<file path="src/hdl/isa_pkg.sv">
`default_nettype none

package isa_pkg;

    // ~~~~~~~~~~~~~~~~~~~~
    // opcodes
    // ~~~~~~~~~~~~~~~~~~~~
    // only J and B change the flow, every other opcode falls through to pc plus 4.
    typedef enum logic [5:0] {
        OP_SPECIAL = 6'h00,               // register ops.
        OP_J       = 6'h02,               // absolute jump.
        OP_B       = 6'h04,               // beq $0, $0, always taken.
        OP_ADDIU   = 6'h09,
        OP_ORI     = 6'h0d,
        OP_LUI     = 6'h0f,
        OP_LW      = 6'h23,
        OP_SW      = 6'h2b
    } op_e;

    // ~~~~~~~~~~~~~~~~~~~~
    // instruction formats
    // ~~~~~~~~~~~~~~~~~~~~
    typedef struct packed {
        op_e         op;                  // 31:26.
        logic [25:0] target;              // word target inside the 256 MB region.
    } j_fmt_t;

    typedef struct packed {
        op_e                op;           // 31:26.
        logic [4:0]         rs;           // 25:21.
        logic [4:0]         rt;           // 20:16.
        logic signed [15:0] offset;       // word offset from pc plus 4.
    } i_fmt_t;

    // one fetched word, seen as a jump or as a branch by the opcode.
    typedef union packed {
        j_fmt_t j;
        i_fmt_t i;
    } inst_u;

endpackage

`default_nettype wire

</file>
<file path="src/hdl/fetch_pkg.sv">
`default_nettype none

package fetch_pkg;

    typedef logic [31:0] pc_t;            // byte address.

    localparam pc_t RESET_PC = 32'h0000_0000;

    // ~~~~~~~~~~~~~~~~~~~~
    // stage buses
    // ~~~~~~~~~~~~~~~~~~~~
    typedef struct packed {
        pc_t pc;
        pc_t pred_npc;                    // where pc_gen went next.
    } ps_to_fs_t;

    typedef struct packed {
        pc_t           pc;
        isa_pkg::inst_u inst;
        pc_t           pred_npc;
    } fs_to_ds_t;

    typedef struct packed {
        logic en;
        pc_t  target;
    } redirect_t;

    typedef struct packed {
        pc_t           pc;
        isa_pkg::inst_u inst;
    } retire_t;

    // ~~~~~~~~~~~~~~~~~~~~
    // predictor
    // ~~~~~~~~~~~~~~~~~~~~
    localparam int BTB_IDX_W = 4;
    localparam int BTB_TAG_W = 32 - BTB_IDX_W - 2;

    typedef struct packed {
        logic en;
        pc_t  pc;                         // pc of the J or B.
        pc_t  target;                     // resolved target.
    } bp_update_t;

    typedef struct packed {
        logic [BTB_TAG_W-1:0] tag;
        pc_t                  target;
    } btb_entry_t;

endpackage

`default_nettype wire

</file>
<file path="src/hdl/fetch_stage.sv">
`timescale 1ns/100ps
`default_nettype none

module fetch_stage (
    input  logic                  clk,
    input  logic                  reset,
    input  logic                  ps_valid,
    input  fetch_pkg::ps_to_fs_t  ps_bus,
    output logic                  fs_allowin,
    input  fetch_pkg::redirect_t  redirect,
    input  logic                  ds_allowin,
    output fetch_pkg::pc_t        mem_addr,
    input  isa_pkg::inst_u        mem_data,
    output logic                  fs_valid_out,
    output fetch_pkg::fs_to_ds_t  fs_bus
);

    logic                 fs_valid;
    fetch_pkg::ps_to_fs_t ps_bus_r;       // buffered pc and prediction.

    // ~~~~~~~~~~~~~~~~~~~~
    // handshake
    // ~~~~~~~~~~~~~~~~~~~~
    assign fs_allowin   = !fs_valid || ds_allowin;   // no cache stall here.
    assign fs_valid_out = fs_valid;

    // the item under decode turned out wrong, so drop what is behind it.
    always_ff @(posedge clk) begin
        if (reset) begin
            fs_valid <= 1'b0;
        end else if (redirect.en) begin
            fs_valid <= 1'b0;
        end else if (fs_allowin) begin
            fs_valid <= ps_valid;
        end
    end

    always_ff @(posedge clk) begin
        if (ps_valid && fs_allowin) begin
            ps_bus_r <= ps_bus;
        end
    end

    // ~~~~~~~~~~~~~~~~~~~~
    // memory read
    // ~~~~~~~~~~~~~~~~~~~~
    assign mem_addr = ps_bus_r.pc;

    assign fs_bus = '{
        pc:       ps_bus_r.pc,
        inst:     mem_data,
        pred_npc: ps_bus_r.pred_npc
    };

endmodule

`default_nettype wire

</file>
<file path="config.mk">
export PLATFORM = sky130hd
export DESIGN_NAME = fetch_stage
export DESIGN_NICKNAME = d
export VERILOG_FILES = /design/src/hdl/isa_pkg.sv /design/src/hdl/fetch_pkg.sv /design/src/hdl/fetch_stage.sv
export SDC_FILE = /design/constraint.sdc
export NUM_CORES = 1
export LEC_CHECK = 0
export ABC_AREA = 1
export BUFFER_PORTS_ARGS = -buffer_cell sky130_fd_sc_hd__buf_2
export CORE_AREA = 2 2 101 103
export DETAILED_ROUTE_END_ITERATION = 8
export DIE_AREA = 0 0 103 105
export PLACE_DENSITY = 0.64
export SYNTH_ARGS = -nofsm -noshare
export SYNTH_HDL_FRONTEND = slang
export SYNTH_SLANG_ARGS = --single-unit
</file>
<file path="constraint.sdc">
create_clock -name clk -period 4.1 [get_ports clk]
set_clock_uncertainty 0.1 [all_clocks]
set_input_delay 0.205 -clock clk [delete_from_list [all_inputs] [get_ports clk]]
set_output_delay 0.205 -clock clk [all_outputs]
set_load 0.005 [all_outputs]
</file>
# Yosys cells after proc, flatten, opt, wreduce, memory -nomap -nowiden
# Index checks and enable logic that the tools add are counted.
# totals
ff_bits	65
input_bits	133
output_inout_bits	130
wordCells	7
# classes
n_reduce_logical	4
# op_table
op	n
2-bit OR reduction	1
1-bit logical AND	1
1-bit logical NOT	1
1-bit logical OR	1

# Longest topological paths before layout
# Gate-level depths: netlist of the first run.
# logic_depth
depth_word	3
ltp_mapped	3
ltp_nobuf	3

# Worst setup path after synthesis of the first run
# OpenSTA, ideal clock, no wires.
# synth_path
kind	register to register
from	register fs_valid, in the netlist fs_valid_out
to	register ps_bus_r (netlist bit fs_bus[0]) (enable)
arrival_time_ps	3471
required_time_ps	3493
setup_slack_ps	22
path_stages_with_launch	2
path_buffers	0
path_cell_list	dfxtp_1 a21oi_1
# synth_via
elab_chain_len	3
# synth_rtl
item	line_no	rtl
start, declared	fetch_stage.sv:18	logic fs_valid;
start signal, assigned	fetch_stage.sv:34	fs_valid <= ps_valid;
1-bit logical NOT	fetch_stage.sv:24	assign fs_allowin = !fs_valid || ds_allowin;
1-bit logical OR	fetch_stage.sv:24	
1-bit logical AND	fetch_stage.sv:39	if (ps_valid && fs_allowin) begin
end signal, assigned	fetch_stage.sv:40	ps_bus_r <= ps_bus;
end, declared	fetch_stage.sv:19	fetch_pkg::ps_to_fs_t ps_bus_r;
# Every way passes these cells.
# A chain may end at the register's enable or synchronous reset.

# Worst setup path in the final report of the first run
# layout_path
from	register fs_valid, in the netlist fs_valid_out
to	register ps_bus_r (netlist bit fs_bus[4]) (enable)
# Same word-level chain as after synthesis.

==> summary by stage, run 1 <==
Layout
In the layout the commonest cells are buf_2 (166), dlygate4sd3_1 (66), edfxtp_1 (64), clkbuf_8 (9). The cell area after layout is 3860 um2. The library cell used most frequently in the layout, excluding fill and tap cells, is buf_2.

The number of nets in the final layout is 450. The fraction of layout cells with a size suffix above 1 is 58.1%. From synthesis to final layout, the design area changed by 56.7%.

The number of antenna diodes in the final layout is 0.

Global route
The via count of the first global-routing pass is 1799. The largest net degree at the start of global routing is 44. After global routing the overflow that remains totals 0. Global routing used 11.7% of the available tracks. The first global-routing pass estimated 9230 um of wire. The initial antenna violation count is 0.

Hold path
The worst hold path stage count is 4. The hold-critical path endpoint is fs_valid_out$_SDFFE_PP0P_. The path class of the tightest hold or removal check is primary input to flip-flop. The launch instance of the worst min-delay path is ds_allowin.

STA
The final max-slew violation count is 0. At the pin with the least slew margin, the transition time is 0.754 ns. The upper clock frequency limit is about 480 MHz. Setup violations remaining at the end of the flow were counted as 0.

The minimum period implied by the final worst setup slack is 2.09 ns. Summed over all failing endpoints, the final setup total negative slack is 0 ns. Setup repair after global routing left no endpoint under its margin. The count of endpoints failing hold in the final timing report came to 0. The worst slew margin relative to its limit is 49.6%.

The final critical path takes up 51.1% of the cycle.

Setup path
In this run the critical register-to-register path is captured at fs_bus[4]$_DFFE_PP_. By startpoint and endpoint, the worst setup path is classified as flip-flop to flip-flop. The element type at the critical path end is a flip-flop. The data arrival time of the critical path is 1.97 ns. The worst path buffer plus inverter count is 1. For this design, the slowest cell found on the critical path is a21oi_4.

The instance count on the critical path is 2. The kind of cell with the highest combined delay along the critical path is compound AO/OA/AOI/OAI gates. The data required time at the worst endpoint is slightly below 4 ns.

The highest cell delay on the worst timing path is 0.63 ns. The setup slack of the worst register-to-register path is 2.01 ns. In this run the worst path has a maximum fanout of between 40 and 50. The source of the critical timing path is fs_valid_out$_SDFFE_PP0P_. Walking the worst path, the cells encountered are a21oi_4 > buf_4. The number of cell instances on the worst register-to-register path is 2. The type of element launching the critical path is a flip-flop. The launch instance of the worst register-to-register path is fs_valid_out$_SDFFE_PP0P_.

Logic synthesis
The share of the synthesized netlist area taken by xor and xnor gates is 0%. Of the total synthesized cell area, the portion taken by full adders, half adders and majority gates is 0%. In this run the biggest area consumer among cell types represents between 70% and 80% of the synthesized area.

The post-synthesis mux area share is 0%. After synthesis, the cell types taking the most area are edfxtp_1 (78%), buf_4 (20%), dfxtp_1 (0.81%). The synthesized netlist occupies a cell area of 2460 um2. In the synthesized netlist, the number of instances is about 140.

The number of synthesis warnings is 0. The post-synthesis share of cell area spent on and, or, nand and nor gates is 0.407%. The count of unique library cells instantiated by Yosys is 9. The number of nets in the synthesized netlist is 270.

The synthesized design spends more area on one cell type than any other, namely edfxtp_1. The dominant combinational cell family by area after synthesis is buffers and inverters. The number of storage elements in the synthesis netlist is 65. The part of the Yosys area used for sequential elements is 78.9%. The post-synthesis compound-gate area fraction is 0.559%. The average instance area after synthesis is 18.0 um2.

Floorplanning
The area enclosed by the die boundary is about 11000 um2. The die is 103 um wide. The number of primary I/O pins is around 260. The die is 105 um tall. The initialized floorplan defines 36 standard-cell rows.

The core region area is 9640 um2. The initial utilization of the core area, before any placement, comes to 25.5%.

Pwr
The design draws 1.51 mW. The power dissipated by switching net loads is between 0.3 and 0.4 mW. The relative contribution of sequential cells to total power is 52.3%. The analysis attributes to cell leakage a power of 1.69 nW. Of the total power, combinational logic draws between 10 and 15%. The clock share of power is 36.9%. The largest voltage drop on the vdd net is 0.000193 V. Net switching is a little under a quarter of the power. The power per standard cell area is 391 nW/um2. Cell internal power was estimated by the tool at ~1.2 mW.

Detailed routing
The detailed router finished its first iteration with 40 violations. The vias after detailed routing is 1708. The overall routed net length is 6340 um.

The number of iterations in the first detailed-routing pass is 4. In this run the remaining antenna-violating nets after routing total 0. The residual DRC count is 0. After detailed routing, the average wire length per cell comes to 13.9 um.

The via-per-instance ratio is roughly 3.8.

CTS
The deepest clock path buffer count is 2. Clock-pin slew was measured on the worst setup and hold paths at 0.08 ns. The tree is rooted in a clkbuf_8. The buffers inserted during post-CTS setup optimization is 0.

The insertion delay of the later-clocked pin in the worst-skew pair is 0.35 ns. The TritonCTS clock tree is yes. The H-tree generated during clock tree synthesis spans 3 levels. For this design, the sink count on the clock tree is 65. Buffers inserted during clock tree synthesis total 9.

Placed design
The count of port buffers added during placement is 166. The placer's final routability congestion estimate is 0.656. The placed standard-cell area is 3000 um2.

Flow run
The number of max-cap violations is 0.

Status
The run finished with clean final reports.
power groups by stage:
stage	Combinational, mW	Sequential [mW]	Clock, mW
5_1_grt	0.178	0.794	0.601
3_3_place_gp	0.111	0.802	0
6_report	0.163	0.789	0.556
3_5_place_dp	0.113	0.803	0
4_1_cts	0.162	0.789	0.574
2_1_floorplan	0.0642	0.812	0
worst reg2reg max path, cell delays in order (launching register included):
cell and delay, ns:
dfxtp_1 0.37, a21oi_4 0.63, buf_4 0.60
worst max-delay path by stage:
stage	endpoint	slack (ns)
2_1_floorplan	fs_bus[0]$_DFFE_PP_	0.02
3_3_place_gp	fs_bus[9]$_DFFE_PP_	2.07
3_5_place_dp	fs_bus[9]$_DFFE_PP_	2.02
4_1_cts	fs_bus[5]$_DFFE_PP_	2.01
5_1_grt	fs_bus[22]$_DFFE_PP_	1.88
6_report	fs_bus[4]$_DFFE_PP_	2.01
registers in the layout (all words and copies together), names as in the netlist:
signal and cells:
fs_valid_out 1, mem_addr 32, fs_bus 32
synth_stat cells, drive strengths merged:
cell,instances
a21oi,2
buf,64
dfxtp,1
edfxtp,64
inv,4
nand2,2
logic make-up after synthesis:
logic type / after synthesis
DFF: 65
AOI/OAI and AO/OA: 2
buffers and inverters: 68
and+or+nand+nor: 2
through the flow:
stage               setup WS [ns]  util [%]  std cells  hold WS (ns)
floorplan                  0.0217         -        137         0.204
global placement             2.07      31.1        373         0.281
detailed placement           2.02      31.1        373         0.283
CTS                          2.01      40.0        455       0.00553
global route                 1.88      40.0        455        0.0112
finish                       2.01      40.0        455        0.0286
repair_timing:
action | CTS | global route
resized for setup | 0 | 0
hold buffers | 66 | 0
endpoints found under the hold margin | 65 | 0
endpoints found under the setup margin | 0 | 0
layout make-up:
cell class / instances / area [um2]
Inverter: 4 / 15.0
Timing Repair Buffer: 233 / 1500
Fill cell: 931 / 5780
Sequential cell: 65 / 1940
Multi-Input combinational cell: 4 / 35.0
Clock buffer: 9 / 124
Tap cell: 133 / 166
Clock inverter: 7 / 76.3
per-layer routing:
layer | wire [um] | vias up | global-route usage (%)
li1 | - | 774 | -
met1 | 2240 | 785 | 11.4
met2 | 3240 | 111 | 19.6
met3 | 497 | 38 | 3.81
met4 | 357 | 0 | 9.30
met5 | 0 | - | 0
Power figures use the tool's default switching activity.
==> inputs of run 2 (changes only) <==
- ABC_AREA: 1 -> 0
- clock period: 4.1 -> 1.7 ns (I/O delays scaled with it)
==> summary by stage, run 2 <==
Status
Outcome: finished, final reports clean (unchanged).

Logic synthesis
The number of synthesis warnings is 0 (unchanged). The fraction of synthesis flops using an asynchronous set or reset pin is 0% (unchanged). The part of the Yosys area used for sequential elements is 78.9% (about the same). Most area-consuming cells after synthesis: edfxtp_1 (78%), buf_4 (20%), dfxtp_1 (0.81%) (unchanged). The average instance area after synthesis is 18.5 um2 (was 18.0 um2). The number of nets in the synthesized netlist is 266 (was 270). The most used flip-flop cell after synthesis is edfxtp_1 (unchanged). The count of unique library cells instantiated by Yosys is 7 (was 9). Top cells by instance count after synthesis: buf_4 (64), edfxtp_1 (64) (was buf_4 (64), edfxtp_1 (64), inv_1 (3)).

The dominant cell type by area after synthesis was edfxtp_1 (unchanged). The number of instances in the synthesized netlist came to 133 (was 137). The post-synth design cell area came to 2460 um2 (about the same).

The number of synthesized flops with an enable pin was 64 (unchanged). The number of storage elements in the synthesis netlist is 65 (unchanged). The fraction of post-synthesis cell area in the top cell type by area is 78.1% (about the same).

Setup path
The cell type of the slowest stage on the worst timing path was dlygate4sd3_1 (was a21oi_4). The data required time at the worst endpoint came to 1.88 ns (was 3.98 ns). The maximum net fanout on the critical path is 3 (was 43).

The family with the most delay on the worst path is buffers and inverters (was compound AO/OA/AOI/OAI gates). The highest cell delay on the worst timing path is 0.56 ns (was 0.63 ns). The data arrival time of the critical path came to 1.56 ns (was 1.97 ns). The critical path class was flip-flop to flip-flop (unchanged).

The type of element launching the critical path is a flip-flop (unchanged). The element type at the critical path end was a flip-flop (unchanged). The worst path buffer plus inverter count is 1 (unchanged). Cell-by-cell trace of the critical path: nand2b_4 > a211oi_2 > dlygate4sd3_1 (was a21oi_4 > buf_4).

CTS
The number of levels in the clock H-tree came to 3 (unchanged). The TritonCTS buffer count came to 9 (unchanged). The clock edge transition at the registers on the reported setup and hold paths is 0.08 ns (about the same).

The buffers inserted during post-CTS setup optimization came to 0 (unchanged). The insertion delay of the later-clocked pin in the worst-skew pair is 0.33 ns (was 0.35 ns). The quantity of hold-fixing buffers added after cts is 66 (unchanged). The deepest clock path buffer count is 2 (unchanged). The cell at the root of the clock tree is clkbuf_8 (unchanged).

The clock sink count was 65 (unchanged). The TritonCTS clock tree is yes (unchanged). The post-cts resize count is 0 (unchanged).

STA
The slew of the pin with the lowest slew margin is 0.251 ns (was 0.754 ns). The final worst setup slack came to 0.325 ns (was 2.01 ns). The worst slew margin relative to its limit is 83.3% (was 49.6%). Unrepaired setup endpoints after global routing: no (unchanged). The sum of negative setup slack is 0 ns (unchanged). The minimum period implied by the final worst setup slack came to 1.37 ns (was 2.09 ns). The count of endpoints failing hold in the final timing report is 0 (unchanged). The period utilization came to 80.9% (was 51.1%). The hold slack is 0.0700 ns (was 0.0286 ns). The number of setup violations in the final report is 0 (unchanged). The final max-slew violation count was 0 (unchanged). The upper clock frequency limit came to 728 MHz (was 477 MHz).

Placed design
Once detailed placement completed, the half-perimeter wirelength came to 4150 um. The placed standard-cell area is 3020 um2 (was 3000 um2). The count of port buffers added during placement came to 166 (unchanged). The placer's final routability congestion estimate was 0.675 (was 0.656).

The number of cells after detailed placement is 370 (was 373). The worst setup timing slack at the placement stage is 0.344 ns (was 2.02 ns).

Global route
The initial antenna violation count is 0 (unchanged). The global-route congestion overflow total is 0 (unchanged). The via count of the first global-routing pass came to 1816 (was 1799).

The largest net degree at the start of global routing came to 27 (was 44). The overall track demand over capacity in global routing is 11.4% (was 11.7%). The first-pass GRT wire length is 9120 um (was 9230 um).

Floorplanning
The core region area is 9640 um2 (unchanged). The number of primary I/O pins is 263 (unchanged). The x dimension of the die is 103 um (unchanged). The count of standard-cell rows is 36 (unchanged). The effective utilization at floorplan is 25.5% (about the same).

The area enclosed by the die boundary is 10800 um2 (unchanged). The vertical extent of the die is 105 um (unchanged).

Detailed routing
The remaining antenna violation count after routing came to 0 (unchanged). The via-per-instance ratio is 3.67 (was 3.75). The number of DRC violations after detailed-routing iteration 0 is 62 (was 40). The number of iterations in the first detailed-routing pass was 4 (unchanged).

The mean routed wirelength per cell came to 13.7 um (was 13.9 um). The overall routed net length is 6190 um (was 6340 um). The residual DRC count is 0 (unchanged). The vias after detailed routing is 1657 (was 1708).

Layout
The total inserted antenna cells is 0 (unchanged). The most common library cell in the layout ignoring fill and taps is buf_2 (unchanged). Commonest non-fill, non-tap cells in the layout: buf_2 (166), dlygate4sd3_1 (66), edfxtp_1 (64), clkbuf_8 (9) (unchanged). The post-layout instance count excluding filler cells is 452 (was 455). The area added between synthesis and finish came to 57.5% (was 56.7%).

The number of nets in the final layout came to 447 (was 450). The fraction of layout cells with a size suffix above 1 is 58.3% (was 58.1%). The cell area after layout came to 3870 um2 (was 3860 um2).

The fraction of the core area covered by cells at the end of the flow came to 40.2% (was 40.0%).

Pwr
The largest voltage drop on the vdd net is 0.000447 V (was 0.000193 V). The power per standard cell area is 926 nW/um2 (was 391 nW/um2). The leakage power figure is 1.69 nW (about the same).

The total power was 3.59 mW (was 1.51 mW).

Hold path
The worst min-delay path class is primary input to primary output (was primary input to flip-flop).

Flow run
The number of max-cap violations came to 0 (unchanged).
==> run 2: cell types whose count changed in the layout (fill, tap and decap cells not counted), sizes merged <==
cell,delta
nand2b,+1
a211oi,+1
and2,+1
inv,-6
buf,+1
nand2,-2
a21oi,-2
clkinv,+3
==> run 2: worst paths after layout <==
check	cells past startpoint	end	startpoint	slack, ns
min	0	fs_bus[48]	mem_data[16]	0.07
max reg2reg	3	fs_valid_out$_SDFFE_PP0P_	fs_valid_out$_SDFFE_PP0P_	0.33
min reg2reg	2	fs_bus[18]$_DFFE_PP_	fs_valid_out$_SDFFE_PP0P_	0.78
max	3	fs_valid_out$_SDFFE_PP0P_	fs_valid_out$_SDFFE_PP0P_	0.33
==> run 2: power breakdown <==
group	internal [mW]	switching, mW
clock network	0.674	0.612
logic	0.249	0.152
registers	1.87	0.0302
total	2.79	0.794
==> run 2: per-layer routing <==
| metal | vias to the layer above | routed length, um | GRT usage [%] |
|---|---|---|---|
| met3 | 26 | 564 | 5.35 |
| met1 | 758 | 2190 | 11.6 |
| met5 | - | 0 | 0 |
| met2 | 105 | 3260 | 19.2 |
| met4 | 0 | 177 | 5.92 |
| li1 | 768 | - | - |
==> run 2: area by class of cell <==
class	count	area, um2
Clock buffer	9	124
Inverter	1	3.75
Fill cell	928	5770
Timing Repair Buffer	234	1530
Clock inverter	7	71.3
Multi-Input combinational cell	3	35.0
Sequential cell	65	1940
Tap cell	133	166
==> run 2: worst reg2reg max path: cells and delay by family (launching register included) <==
kind                   cells  cell delay [ns]
buffers and inverters      1             0.56
DFF                        1             0.38
AOI/OAI and AO/OA          1             0.21
and+or+nand+nor            1             0.07
==> run 2: cells by family after synthesis <==
group | synth area share, %
compound gates | 0.509
buf+inv | 19.7
flops | 78.9
simple gates | 0.865
==> inputs of run 3 (changes only) <==
- PLACE_DENSITY: 0.64 -> 0.62
- clock period: 1.7 -> 1.4 ns (I/O delays scaled with it)
==> summary by stage, run 3 (synthesis gave the netlist of run 2 again) <==
Setup path
The element type at the critical path end is a flip-flop (unchanged). The setup slack of the worst register-to-register path is 0.16 ns (was 0.33 ns). The type of element launching the critical path is a primary input (was flip-flop).

The maximum net fanout on the critical path is 36 (was 3). The critical path class is primary input to flip-flop (was flip-flop to flip-flop). The data required time at the worst endpoint is 1.32 ns (was 1.88 ns). The data arrival time of the critical path is 1.20 ns (was 1.56 ns).

STA
The final max-slew violation count is 0 (unchanged). The slew of the pin with the lowest slew margin is 0.198 ns (was 0.251 ns). Based on the critical path, the design can be clocked at up to 779 MHz. Unrepaired setup endpoints after global routing: no (unchanged). The hold slack is 0.0400 ns (was 0.0700 ns).

The sum of negative setup slack came to 0 ns (unchanged). The minimum period implied by the final worst setup slack is 1.28 ns. The number of setup violations in the final report came to 0 (unchanged). The count of endpoints failing hold in the final timing report is 0 (unchanged). The worst slew margin relative to its limit was 86.8% (was 83.3%).

The final critical path takes up 91.7% of the cycle.

CTS
The number of levels in the clock H-tree is 3 (unchanged). The clock edge transition at the registers on the reported setup and hold paths was 0.06 ns (was 0.08 ns). The clock sink count is 65 (unchanged). The buffers inserted during post-CTS setup optimization is 0 (unchanged). The TritonCTS clock tree is yes (unchanged). The insertion delay of the later-clocked pin in the worst-skew pair was 0.33 ns (about the same). The deepest clock path buffer count is 2 (unchanged). The cell at the root of the clock tree is clkbuf_8 (unchanged).

The TritonCTS buffer count was 9 (unchanged). The post-cts resize count is 0 (unchanged).

Floorplanning
The x dimension of the die is 103 um (unchanged). The core region area was 9640 um2 (unchanged). The area enclosed by the die boundary was 10800 um2 (unchanged). The vertical extent of the die is 105 um (unchanged). The count of standard-cell rows is 36 (unchanged). The effective utilization at floorplan was 25.5% (unchanged). The number of primary I/O pins is 263 (unchanged).

Global route
The overall track demand over capacity in global routing is 12.0% (was 11.4%). The initial antenna violation count is 0 (unchanged). The via count of the first global-routing pass is 1900 (was 1816). The global-route congestion overflow total is 0 (unchanged). The first-pass GRT wire length came to 9520 um (was 9120 um). The largest net degree at the start of global routing is 37 (was 27).

Layout
Commonest non-fill, non-tap cells in the layout: buf_2 (166), dlygate4sd3_1 (68), edfxtp_1 (64), clkbuf_8 (9) (was buf_2 (166), dlygate4sd3_1 (66), edfxtp_1 (64), clkbuf_8 (9)). The total inserted antenna cells is 0 (unchanged). The number of filler instances in the final layout is 937 (was 928). The area added between synthesis and finish came to 57.3% (was 57.5%). The number of nets in the final layout was 449 (was 447). The post-layout instance count excluding filler cells is 454 (was 452). The fraction of layout cells with a size suffix above 1 is 58.6% (was 58.3%). The fraction of the core area covered by cells at the end of the flow came to 40.1% (was 40.2%).

The most common library cell in the layout ignoring fill and taps is buf_2 (unchanged).

Detailed routing
The met3 routed wirelength came to 534 um (was 564 um). The mean routed wirelength per cell was 14.3 um (was 13.7 um). The via-per-instance ratio is 3.72 (was 3.67). The residual DRC count is 0 (unchanged). The number of DRC violations after detailed-routing iteration 0 is 50 (was 62). The number of iterations in the first detailed-routing pass is 4 (unchanged). The vias after detailed routing was 1689 (was 1657). The wire length on met1 is 2160 um (was 2190 um). The overall routed net length is 6510 um (was 6190 um). The topmost layer with routed signal wires is met4 (unchanged). The wire length on met2 is 3360 um (was 3260 um). The remaining antenna violation count after routing is 0 (unchanged).

Pwr
The total power came to 4.18 mW (was 3.59 mW). The power per standard cell area came to 1080 nW/um2 (was 926 nW/um2). The leakage power figure is 1.69 nW (about the same).

The largest voltage drop on the vdd net is 0.000575 V (was 0.000447 V).

Placed design
The number of cells after detailed placement is 370 (unchanged). The placer's final routability congestion estimate is 0.684 (was 0.675). The count of port buffers added during placement is 166 (unchanged).

Flow run
The number of max-cap violations was 0 (unchanged).

Hold path
The worst min-delay path class was primary input to primary output (unchanged).

Status
Outcome: finished, final reports clean (unchanged).
[run 3: cell types whose count changed in the layout (fill, tap and decap cells not counted)]
| cell | previous run | this run |
|---|---|---|
| inv_6 | 0 | 1 |
| clkinv_2 | 1 | 3 |
| clkinvlp_4 | 2 | 3 |
| clkinv_1 | 1 | 0 |
| dfxtp_2 | 0 | 1 |
| bufinv_16 | 1 | 0 |
| clkinv_4 | 2 | 0 |
| dlygate4sd3_1 | 66 | 68 |
| dfxtp_1 | 1 | 0 |
[run 3: final cells by class]
type	instances	area (um2)	area share, %
Clock buffer	9	124	3.20
Clock inverter	7	46.3	1.20
Inverter	1	3.75	0.0970
Multi-Input combinational cell	3	35.0	0.905
Sequential cell	65	1940	50.2
Tap cell	133	166	4.30
Timing Repair Buffer	236	1550	40.1
[run 3: metrics by stage]
stage / area, um2 / setup slack (ns)
detailed placement: 3020 / 0.196
global route: 3870 / 0.0658
CTS: 3850 / 0.0799
floorplan: 2460 / -0.0187
global placement: 3020 / 0.207
finish: 3870 / 0.116
[run 3: per-layer routing]
metal  vias to the layer above  GRT usage (%)
met4                         0           10.5
met2                       103           20.0
met3                        38           4.01
met1                       777           11.2
met5                         -              0
li1                        771              -
[run 3: power breakdown]
part           internal (mW)  switching [mW]  leakage, nW  total (mW)
logic                  0.306           0.184        0.974       0.490
clock network          0.638           0.742       0.0814        1.38
registers               2.27          0.0385        0.632        2.31
[run 3: worst paths after layout]
path,startpoint,end,depth (start not counted)
max,ds_allowin,mem_addr[13]$_DFFE_PP_,5
min reg2reg,fs_valid_out$_SDFFE_PP0P_,fs_valid_out$_SDFFE_PP0P_,2
max reg2reg,fs_valid_out$_SDFFE_PP0P_,mem_addr[13]$_DFFE_PP_,3
min,mem_data[15],fs_bus[47],0
[run 3: critical path: stages]
cell           delay (ns)
dlygate4sd3_1        0.51
buf_2                0.09
nand2b_4             0.12
and2_4               0.17
buf_12               0.22
[run 3: timing repair]
| item | in CTS | in global routing |
|---|---|---|
| hold buffers | 66 | 3 |
| setup endpoints to repair | 0 | 1 |
| endpoints found under the hold margin | 65 | 1 |
